### config.mk
export PLATFORM = sky130hd
export DESIGN_NAME = mipsCore
export DESIGN_NICKNAME = d
export VERILOG_FILES = /design/src/verilog/mipsPkg.sv /design/src/verilog/mipsAlu.sv /design/src/verilog/mipsRegFile.sv /design/src/verilog/mipsDecoder.sv /design/src/verilog/mipsFetch.sv /design/src/verilog/mipsCore.sv
export SDC_FILE = /design/constraint.sdc
export NUM_CORES = 2
export LEC_CHECK = 0
export BUFFER_PORTS_ARGS = -buffer_cell sky130_fd_sc_hd__buf_2
export CAP_MARGIN = 5
export CORE_MARGIN = 2
export CORE_UTILIZATION = 50
export DETAILED_ROUTE_END_ITERATION = 10
export HOLD_SLACK_MARGIN = 0.08
export PLACE_DENSITY = 0.66
export SETUP_SLACK_MARGIN = 0.3
export SLEW_MARGIN = 0
export SYNTH_ARGS = -nofsm -noshare
export SYNTH_HDL_FRONTEND = slang
export SYNTH_SLANG_ARGS = --single-unit
### constraint.sdc
create_clock -name clk -period 11 [get_ports clk]
set_input_delay 1.65 -clock clk [delete_from_list [all_inputs] [get_ports clk]]
set_output_delay 1.65 -clock clk [all_outputs]
set_load 0.03 [all_outputs]
### src/verilog/mipsPkg.sv
// shared widths, instruction encodings, ALU operations and decoded control for the MIPS core
package mipsPkg;

  // ====================
  // widths
  // ====================

  // data and instruction words
  typedef logic [31:0] word_t;
  // register file index
  typedef logic [4:0]  regAddr_t;
  // data memory word address, 128 words
  typedef logic [6:0]  dmemAddr_t;
  // instruction byte address
  typedef logic [31:0] pc_t;

  // ====================
  // encodings
  // ====================

  // primary opcodes, instr[31:26]
  localparam logic [5:0] OP_RTYPE = 6'h00;
  localparam logic [5:0] OP_LW    = 6'h23;
  localparam logic [5:0] OP_SW    = 6'h2b;
  localparam logic [5:0] OP_BEQ   = 6'h04;
  localparam logic [5:0] OP_J     = 6'h02;
  localparam logic [5:0] OP_JAL   = 6'h03;

  // R-type funct field, instr[5:0]
  localparam logic [5:0] FN_ADD = 6'h20;
  localparam logic [5:0] FN_SUB = 6'h22;
  localparam logic [5:0] FN_AND = 6'h24;
  localparam logic [5:0] FN_OR  = 6'h25;
  localparam logic [5:0] FN_SLT = 6'h2a;
  localparam logic [5:0] FN_JR  = 6'h08;

  // jal destination, return address register
  localparam regAddr_t REG_LINK = 5'd31;

  // ====================
  // control
  // ====================

  typedef enum logic [2:0] {
    ALU_ADD,
    ALU_SUB,
    ALU_AND,
    ALU_OR,
    ALU_SLT
  } aluOp_e;

  // one instruction worth of decoded control
  typedef struct packed {
    logic        regWrite;
    // write rd instead of rt
    logic        regDst;
    logic        aluSrcImm;
    logic        memRead;
    logic        memWrite;
    logic        memToReg;
    logic        branch;
    logic        jump;
    logic        jumpReg;
    // write PC+4 to register 31
    logic        link;
    aluOp_e      aluOp;
    // sign-extended 16-bit immediate
    word_t       imm;
    logic [25:0] jumpTarget;
  } ctrl_t;

endpackage

### src/verilog/mipsAlu.sv
// integer ALU for the core: add, sub, and, or, signed set-less-than and a zero flag
`timescale 1ns/1ps

module mipsAlu (
  input  mipsPkg::word_t  a,
  input  mipsPkg::word_t  b,
  input  mipsPkg::aluOp_e op,
  output mipsPkg::word_t  result,
  output logic            zero
);

  // ====================
  // operations
  // ====================

  always_comb begin
    case (op)
      mipsPkg::ALU_ADD: result = a + b;
      // also the beq compare
      mipsPkg::ALU_SUB: result = a - b;
      mipsPkg::ALU_AND: result = a & b;
      mipsPkg::ALU_OR: result = a | b;
      // two's complement compare, so -1 < 1
      mipsPkg::ALU_SLT: begin
        if ($signed(a) < $signed(b)) begin
          result = 32'd1;
        end else begin
          result = 32'd0;
        end
      end
      default: result = a + b;
    endcase
  end

  // ====================
  // flag
  // ====================

  // any operation, only beq looks at it
  assign zero = (result == '0);

endmodule

### src/verilog/mipsRegFile.sv
// general purpose register file, two combinational reads and one clocked write per cycle
`timescale 1ns/1ps

module mipsRegFile (
  input  logic             clk,
  input  logic             we,
  input  mipsPkg::regAddr_t rsAddr,
  input  mipsPkg::regAddr_t rtAddr,
  input  mipsPkg::regAddr_t wAddr,
  input  mipsPkg::word_t    wData,
  output mipsPkg::word_t    rsData,
  output mipsPkg::word_t    rtData
);

  // ====================
  // storage
  // ====================

  // register 0 has no storage
  mipsPkg::word_t regs [1:31];

  // writes land at the same edge as the pc update
  always_ff @(posedge clk) begin
    if (we && (wAddr != '0)) begin
      regs[wAddr] <= wData;
    end
  end

  // ====================
  // read ports
  // ====================

  // index 0 always reads zero
  always_comb begin
    if (rsAddr == '0) begin
      rsData = '0;
    end else begin
      rsData = regs[rsAddr];
    end
  end

  always_comb begin
    if (rtAddr == '0) begin
      rtData = '0;
    end else begin
      rtData = regs[rtAddr];
    end
  end

endmodule

### src/verilog/mipsDecoder.sv
// combinational decode of one instruction word into the core control struct
`timescale 1ns/1ps

module mipsDecoder (
  input  mipsPkg::word_t instr,
  output mipsPkg::ctrl_t ctrl
);

  logic [5:0] opcode;
  logic [5:0] funct;

  assign opcode = instr[31:26];
  assign funct  = instr[5:0];

  always_comb begin
    // start from a no-op, unknown encodings stay this way
    ctrl = '0;
    ctrl.aluOp = mipsPkg::ALU_ADD;

    // instruction fields, harmless when unused
    ctrl.imm        = {{16{instr[15]}}, instr[15:0]};
    ctrl.jumpTarget = instr[25:0];

    case (opcode)
      // ====================
      // R-type
      // ====================
      mipsPkg::OP_RTYPE: begin
        case (funct)
          mipsPkg::FN_ADD: begin
            ctrl.regWrite = 1'b1;
            ctrl.regDst   = 1'b1;
            ctrl.aluOp    = mipsPkg::ALU_ADD;
          end
          mipsPkg::FN_SUB: begin
            ctrl.regWrite = 1'b1;
            ctrl.regDst   = 1'b1;
            ctrl.aluOp    = mipsPkg::ALU_SUB;
          end
          mipsPkg::FN_AND: begin
            ctrl.regWrite = 1'b1;
            ctrl.regDst   = 1'b1;
            ctrl.aluOp    = mipsPkg::ALU_AND;
          end
          mipsPkg::FN_OR: begin
            ctrl.regWrite = 1'b1;
            ctrl.regDst   = 1'b1;
            ctrl.aluOp    = mipsPkg::ALU_OR;
          end
          mipsPkg::FN_SLT: begin
            ctrl.regWrite = 1'b1;
            ctrl.regDst   = 1'b1;
            ctrl.aluOp    = mipsPkg::ALU_SLT;
          end
          // return through rs, no write
          mipsPkg::FN_JR: ctrl.jumpReg = 1'b1;
          default: ;
        endcase
      end

      // ====================
      // I/J-type
      // ====================
      // address = rs + offset
      mipsPkg::OP_LW: begin
        ctrl.regWrite  = 1'b1;
        ctrl.aluSrcImm = 1'b1;
        ctrl.memRead   = 1'b1;
        ctrl.memToReg  = 1'b1;
      end
      mipsPkg::OP_SW: begin
        ctrl.aluSrcImm = 1'b1;
        ctrl.memWrite  = 1'b1;
      end
      // rs - rt feeds the zero flag
      mipsPkg::OP_BEQ: begin
        ctrl.branch = 1'b1;
        ctrl.aluOp  = mipsPkg::ALU_SUB;
      end
      mipsPkg::OP_J: ctrl.jump = 1'b1;
      // no delay slot, link is PC+4
      mipsPkg::OP_JAL: begin
        ctrl.jump     = 1'b1;
        ctrl.link     = 1'b1;
        ctrl.regWrite = 1'b1;
      end
      default: ;
    endcase

    // a store never retires a register write in the same cycle
    noStoreAndWrite: assert (!(ctrl.memWrite && ctrl.regWrite))
      else $error("store and register write decoded together: %h", instr);
  end

endmodule

### src/verilog/mipsFetch.sv
// program counter and next-PC selection, one instruction address per clock for the core
`timescale 1ns/1ps

module mipsFetch (
  input  logic          clk,
  input  logic          rst,
  input  mipsPkg::ctrl_t ctrl,
  input  logic          aluZero,
  input  mipsPkg::word_t rsData,
  output mipsPkg::pc_t   pc,
  output mipsPkg::pc_t   pcPlus4
);

  mipsPkg::pc_t nextPc;
  mipsPkg::pc_t branchTarget;
  mipsPkg::pc_t jumpTarget;

  // ====================
  // candidate targets
  // ====================

  // sequential address
  assign pcPlus4 = pc + 32'd4;

  // word offset relative to the following instruction
  assign branchTarget = pcPlus4 + {ctrl.imm[29:0], 2'b00};

  // pseudo-direct, keeps the upper 4 bits of the current region
  assign jumpTarget = {pcPlus4[31:28], ctrl.jumpTarget, 2'b00};

  // priority: jr, then j/jal, then taken beq
  always_comb begin
    if (ctrl.jumpReg) begin
      nextPc = rsData;
    end else if (ctrl.jump) begin
      nextPc = jumpTarget;
    end else if (ctrl.branch && aluZero) begin
      // beq compares by subtract, zero means equal
      nextPc = branchTarget;
    end else begin
      nextPc = pcPlus4;
    end
  end

  // ====================
  // pc register
  // ====================

  // first fetch after reset is address 0
  always_ff @(posedge clk or negedge rst) begin
    if (!rst) begin
      pc <= '0;
    end else begin
      pc <= nextPc;
    end
  end

  // a jr to a misaligned register value would break this
  pcAligned: assert property (@(posedge clk) disable iff (!rst) pc[1:0] == 2'b00)
    else $error("pc not word aligned: %h", pc);

endmodule

### src/verilog/mipsCore.sv
// single-cycle MIPS-32 subset core top, with instruction port, SRAM data port and writeback trace
`timescale 1ns/1ps

module mipsCore (
  input  logic               clk,
  input  logic               rst,
  output mipsPkg::pc_t       imemAddr,
  input  mipsPkg::word_t     imemData,
  output logic               dmemCen,
  output logic               dmemWen,
  output logic               dmemOen,
  output mipsPkg::dmemAddr_t dmemAddr,
  output mipsPkg::word_t     dmemWdata,
  input  mipsPkg::word_t     dmemRdata,
  output logic               wbValid,
  output mipsPkg::regAddr_t  wbAddr,
  output mipsPkg::word_t     wbData
);

  mipsPkg::ctrl_t    ctrl;
  mipsPkg::pc_t      pc;
  mipsPkg::pc_t      pcPlus4;
  mipsPkg::regAddr_t rsAddr;
  mipsPkg::regAddr_t rtAddr;
  mipsPkg::regAddr_t rdAddr;
  mipsPkg::word_t    rsData;
  mipsPkg::word_t    rtData;
  mipsPkg::word_t    aluB;
  mipsPkg::word_t    aluResult;
  logic              aluZero;

  // ====================
  // fetch and decode
  // ====================

  mipsFetch i_mipsFetch (
    .clk     (clk),
    .rst     (rst),
    .ctrl    (ctrl),
    .aluZero (aluZero),
    .rsData  (rsData),
    .pc      (pc),
    .pcPlus4 (pcPlus4)
  );

  // instruction answers combinationally within the cycle
  assign imemAddr = pc;

  mipsDecoder i_mipsDecoder (
    .instr (imemData),
    .ctrl  (ctrl)
  );

  // register fields
  assign rsAddr = imemData[25:21];
  assign rtAddr = imemData[20:16];
  assign rdAddr = imemData[15:11];

  // ====================
  // register file and ALU
  // ====================

  mipsRegFile i_mipsRegFile (
    .clk    (clk),
    .we     (wbValid),
    .rsAddr (rsAddr),
    .rtAddr (rtAddr),
    .wAddr  (wbAddr),
    .wData  (wbData),
    .rsData (rsData),
    .rtData (rtData)
  );

  // offset for lw/sw, rt otherwise
  assign aluB = ctrl.aluSrcImm ? ctrl.imm : rtData;

  mipsAlu i_mipsAlu (
    .a      (rsData),
    .b      (aluB),
    .op     (ctrl.aluOp),
    .result (aluResult),
    .zero   (aluZero)
  );

  // ====================
  // data port
  // ====================

  // enables held inactive while in reset
  assign dmemCen   = !(rst && (ctrl.memRead || ctrl.memWrite));
  assign dmemWen   = !(rst && ctrl.memWrite);
  assign dmemOen   = !(rst && ctrl.memRead);
  // byte address to word address
  assign dmemAddr  = aluResult[8:2];
  assign dmemWdata = rtData;

  // ====================
  // writeback
  // ====================

  // jal -> 31, R-type -> rd, lw -> rt
  assign wbAddr = ctrl.link ? mipsPkg::REG_LINK : (ctrl.regDst ? rdAddr : rtAddr);

  assign wbData = ctrl.link ? pcPlus4 : (ctrl.memToReg ? dmemRdata : aluResult);

  // writes to register 0 are not reported
  assign wbValid = rst && ctrl.regWrite && (wbAddr != '0);

  // a write strobe without chip select would be lost by the SRAM
  wenNeedsCen: assert property (@(posedge clk) disable iff (!rst) !dmemWen |-> !dmemCen)
    else $error("dmemWen low while dmemCen high");

endmodule

Yosys cells after proc, flatten, opt, wreduce, memory -nomap -nowiden
Memory sizes are Yosys's and may differ from the RTL's.
Cells that the tools add are included.
Storage, ports and cells
  memories: 1
  register bits after elaboration: 32
  output and inout bits: 112
  bits in writable memories: 992
Memories
  i_mipsRegFile.regs: depth 31, width 32, rd ports 2, clocked after Yosys merged registers in 0, wr ports 1, RTL line mipsRegFile.sv:20  | mipsPkg::word_t regs [1:31];
Cells by class
  reductions and logical operators: 20
  order comparisons: 1
  add/subtract/negate cells: 4
  muxes and demuxes: 27
  equal/unequal tests: 15
  bitwise gates (word level): 2
Operators by type and width (number)
  $mux 32: 8
  $pmux 32 s4: 1
  $add 32x32->32: 2
  $eq 6x6->1 const B: 7
  $add 32x3->32 const B: 1
  $and 32x32->32: 1
  $logic_not 32->1: 1
  $lt 32x32->1: 1
  $or 32x32->32: 1
  $sub 32x32->32: 1
  $eq 6x2->1 const B: 2
  $mux 1: 12
  $pmux 3 s4: 1
  $logic_not 5->1: 2
  $mux 5: 2
  $logic_and 1x1->1: 7
  $eq 3x2->1 const B: 2
  $eq 6x3->1 const B: 1
  $eq 6x4->1 const B: 1
  $logic_not 6->1: 1
  $pmux 3 s2: 1
  $reduce_or 2->1: 3
  $reduce_bool 5->1: 1
  $reduce_or 5->1: 1
  6 further kinds: 8

Logic depth before layout (Yosys ltp)
  depth after elaboration: 12
  mapped depth: 29
  gate-level depth less buffers: 23

Hierarchy
A second synthesis with hierarchy kept.
Unflattened totals
  cells, all modules: 4167
  area, all modules: 57547.7 um^2
By module, submodules not included
  mipsRegFile: area each 46498.3 um^2, instances 1, cells each 2601
  mipsAlu: area each 5243.8 um^2, instances 1, cells each 805
  mipsFetch: area each 3988.8 um^2, instances 1, cells each 509
  mipsCore: area each 1162.4 um^2, instances 1, cells each 162
  mipsDecoder: area each 654.4 um^2, instances 1, cells each 90

Worst setup path before layout
No wires, ideal clock.
  kind: input -> output
  start: input imemData[16]
  end: output wbData[30]
  arrival time: 9.401 ns
  slack: -0.051 ns
  path buffers: 7
  data required time: 9.350 ns
  stages on the path: 27
  cell sequence: clkbuf_1 -> buf_1 -> clkbuf_1 -> buf_1 -> clkbuf_1 -> mux2i_1 -> o221ai_1 -> a221oi_1 -> nor3_1 -> a21oi_1 -> inv_1 -> ha_1 -> inv_1 -> fa_1 -> nor2b_1 -> o311ai_1 -> a21oi_1 -> a211o_1 -> a41oi_1 -> a2111oi_2 -> o21a_1 -> nor3_1 -> a2bb2oi_1 -> clkbuf_1 -> clkbuf_1 -> mux2i_1 -> a21oi_1
On the way
  word-level cells in the longest chain between the ends: 7
  elaborated cells between the ends (all ways): 11
  classes of those cells: 2 x add/sub; 5 x mux; 2 x bitwise; 1 x reduce/logical; 1 x memory
RTL lines
  start: declaration: RTL line mipsCore.sv:8  | input mipsPkg::word_t imemData,
  $mem_v2 31x32 or $logic_not 5->1 (tied branches)
  $mux 32 *: RTL line mipsRegFile.sv:43  | if (rtAddr == '0) begin
  named net dmemWdata[0]: RTL line mipsCore.sv:13  | output mipsPkg::word_t dmemWdata,
  $mux 32 *: RTL line mipsCore.sv:75  | assign aluB = ctrl.aluSrcImm ? ctrl.imm : rtData;
  $add 32x32->32 or $sub 32x32->32 (tied branches): RTL line mipsAlu.sv:18, mipsAlu.sv:31, mipsAlu.sv:20
  $pmux 32 s4 *: RTL line mipsAlu.sv:17  | case (op)
  $mux 32 * (2 in a row): RTL line mipsCore.sv:104  | assign wbData = ctrl.link ? pcPlus4 : (ctrl.memToReg ? dmemRdata : aluResult);
  end: declaration: RTL line mipsCore.sv:17  | output mipsPkg::word_t wbData
Mark *: on every way through the listed nets, which the timed path passes. The rest lies on a longest branch.

Worst setup path in the final report
  start: input imemData[17]
  end: output wbData[26]
On the way
  word-level cells in the longest chain between the ends: 7
  elaborated cells between the ends (all ways): 11
  classes of those cells: 2 x add/sub; 5 x mux; 2 x bitwise; 1 x reduce/logical; 1 x memory
RTL lines (RTL line)
  $mem_v2 31x32 or $logic_not 5->1 (tied branches)
  $mux 32 *: mipsRegFile.sv:43
  $mux 32 *: mipsCore.sv:75
  $add 32x32->32, or another cell as far along: mipsAlu.sv:18, mipsAlu.sv:31
  $pmux 32 s4 *: mipsAlu.sv:17
  $mux 32 * (2 in a row): mipsCore.sv:104
Mark *: on every way between the ends. The rest lies on a longest branch, timed or not.

==> metrics.cfg <==
[final_layout]
layout.cell_area.non_filler_mm2 = 0.0636
final_layout_size_suffix_gt1_share_pct = 24.9
final_nets = 4425
final-instance-count-excl-fill = 5798
finish.utilization_pct = 57.2
syn2layout_area_growth_pct = 13.1

[grt]
pin_count_of_the_biggest_net_entering_global_routing = 85
globalRouteTotalUtil_pct = 34.8
grt_first_pass_wirelength_um = 286000
initial_antenna_violation_count = 11
grt.overflow.total = 0
first_global_vias = 39054

[setup_path]
worstPathArrival_ps = 8540
worstSetupEndpointType = output pin
max_stage_delay_ps = 940
crit_required_ps = 9350
critical-path-slowest-cell = nor3_1
crit_chain = buf_8 > nand2_2 > buf_4 > o21ai_0 > a221oi_1 > nor3_1 > mux2i_1 > inv_1 > fa_1 > a211oi_1 > or4_1 > a21oi_1 > o21ai_1 > o21bai_1 > a31oi_1 > o32a_1 > a31o_1 > nand2_1 > o21ai_0 > a21oi_2 > buf_4 > buf_2
critical_path_peak_fanout = 60
path_class = in2out
timing.critical_path.from_type = primary input

[pwr]
worst_ir_drop_vdd_mv = 0.149
power.leakage_nw = 22.5
pnr_total_power_mw = 11.3
p_per_area_mw_per_mm2 = 177

[timing]
worst_slew_margin_rel_pct = 17.5
highest_attainable_clock_frequency_mhz = 98.2
finalClockSkew_ps = 28.5
finalSetupViolCount = 0
finalMaxSlewViolations = 0
final_critical_path_setup_slack_ps = 813
hold_violations = 0
timing.final.crit_share_pct = 92.6
finalSetupTns_ps = 0
final_critical_delay_including_setup_and_external_delays_ps = 10190
rsz0062_at_grt = no
least_margin_pin_slew_ps = 1220
finalHoldWorstSlack_ps = 692

[logic_synthesis]
yosysWarningCount = 0
postSynthCellCount = 4028
synth.net_count = 4233
top_area_cell_type_share_of_the_netlist_area_pct = 53.0
post_synth_instance_area_mm2 = 0.0562
synth_sequential_area_ratio_pct = 54.4
synth_edf_count = 992
post-synth-top-count-cell = edfxtp_1
synthDistinctLibCells = 92
synth_flop_cell = edfxtp_1
post_synth_most_frequent_cells = 992 x edfxtp_1, 355 x mux4_2, 328 x mux2i_1, 266 x a21oi_1, 233 x nor2_1
async_flop_share_pct = 3.13
synth_top_cell_by_area = edfxtp_1
synth.ff_latch_count = 1024
largest_cells_by_area_after_synthesis = edfxtp_1 53%, mux4_2 14%, mux2i_1 5.8%, ha_1 3.0%, a21oi_1 2.4%
synthesis.area_per_instance_um2 = 14.0

[floorplan]
die_width_um = 339
top_level_ports = 178
die_area_mm2 = 0.115
initial_utilization_pct = 50.6
fp.dieH_um = 339
core_area_mm2 = 0.111
rows = 122

[clock_tree]
tritoncts.num_buffers = 106
clk_pin_slew_ps = 70
tritoncts_num_sinks = 1024
tritoncts = yes
post_cts_buffers = 0
clock_tree.buffer_depth = 3
ctsResizeCount = 0
clock_insertion_delay_worst_skew_ps = 710
ctsHtreeMaxLevel = 3
cts_hold_repair.buffers = 0
clock-root-buffer = clkbuf_16

[place]
hpwlAfterDp_um = 131000
place_congestion = 0.987
dpl.cell_count = 5599
post-place-ws_ps = 997
postPlaceCellArea_mm2 = 0.0601
buffer_ports.inserted = 177

[worst_hold_path]
worst_hold_check_path_type = reg2reg

[detailed_routing]
vias = 40376
route.detailed.wl_per_inst_um = 34.9
detailedRoute.firstIterationViolations = 4948
routed_wirelength_um = 202000
drt_pre_antenna_iters = 6
remaining_drc_errors = 0
avgViaCountPerCell = 6.96
ant_nets = 0

[run_status]
outcome = finished, final reports clean

[run]
max_cap_viol_count = 0

## where the power goes
group	switching, mW	internal [mW]	total [mW]
clock	1.54	2.12	3.67
combinational	1.97	0.834	2.81
sequential	0.0317	4.75	4.78
## kinds of logic after synthesis
family	Yosys count	share of synthesized area [%]
flip-flops	1024	54.4
XOR/XNOR	57	0.888
multiplexers	767	21.7
AND/OR/NAND/NOR	685	5.93
AO/OA/AOI/OAI	938	11.0
adder cells (fa/ha/maj)	139	3.13
buffers and inverters	418	2.85
## cells in the final DEF, fill, tap and decap left out, types with 23 or more instances in the layout
master	instances
a21oi_1	246
mux2i_1	328
nand2b_1	23
nor2_1	202
o211ai_1	36
buf_4	189
buf_2	168
nand3_1	51
o21ai_0	172
ha_1	136
nand2_1	129
a221oi_1	74
nor2b_1	24
dfrtp_1	32
a211oi_1	53
o22ai_1	71
nor3b_1	35
clkinv_1	23
nor3_1	74
o221ai_1	88
clkbuf_16	106
a21o_1	27
mux4_2	355
mux2_2	82
inv_1	114
xnor2_1	40
nor2_4	31
edfxtp_1	992
## layer usage
layer / GRT usage (%) / up-vias / wire (um)
met5: 0 / - / 39
met3: 9.08 / 511 / 24500
met4: 18.7 / 6 / 12400
met2: 52.9 / 2668 / 90700
li1: - / 16710 / -
met1: 46.0 / 20481 / 74800
## final timing paths
| kind | slack (ps) | end | start | depth (start not counted) |
|---|---|---|---|---|
| hold reg to reg | 690 | i_mipsFetch.pc[0] | i_mipsFetch.pc[0] | 2 |
| min in group asynchronous | 1000 | i_mipsFetch.pc[12] | rst | 2 |
| max in group asynchronous | 9620 | i_mipsFetch.pc[25] | rst | 2 |
| setup / recovery | 810 | wbData[26] | imemData[17] | 22 |
| hold / removal | 690 | i_mipsFetch.pc[0] | i_mipsFetch.pc[0] | 2 |
| setup reg to reg | 3600 | i_mipsFetch.pc[29] | i_mipsRegFile.regs[17][1] | 19 |
## worst max-delay path: cells and delay by family
family | cells | cell delay (ps)
simple gates | 4 | 2090
mux | 1 | 400
compound gates | 11 | 2650
fa+ha+maj | 1 | 260
buf+inv | 5 | 1440
## sequential cells by signal, indices dropped and copies added (netlist names)
register	count
i_mipsRegFile.regs	992
i_mipsFetch.pc	32
## area by class of cell
| type | count | area [um2] |
|---|---|---|
| Timing Repair Buffer | 383 | 2740 |
| Tap cell | 1488 | 1860 |
| Antenna cell | 4 | 10.0 |
| Sequential cell | 1024 | 30600 |
| Fill cell | 8870 | 47500 |
| Multi-Input combinational cell | 2586 | 24400 |
| Inverter | 119 | 447 |
| Clock buffer | 127 | 2730 |
| Clock inverter | 67 | 782 |
(Power assumes the default switching activity.)
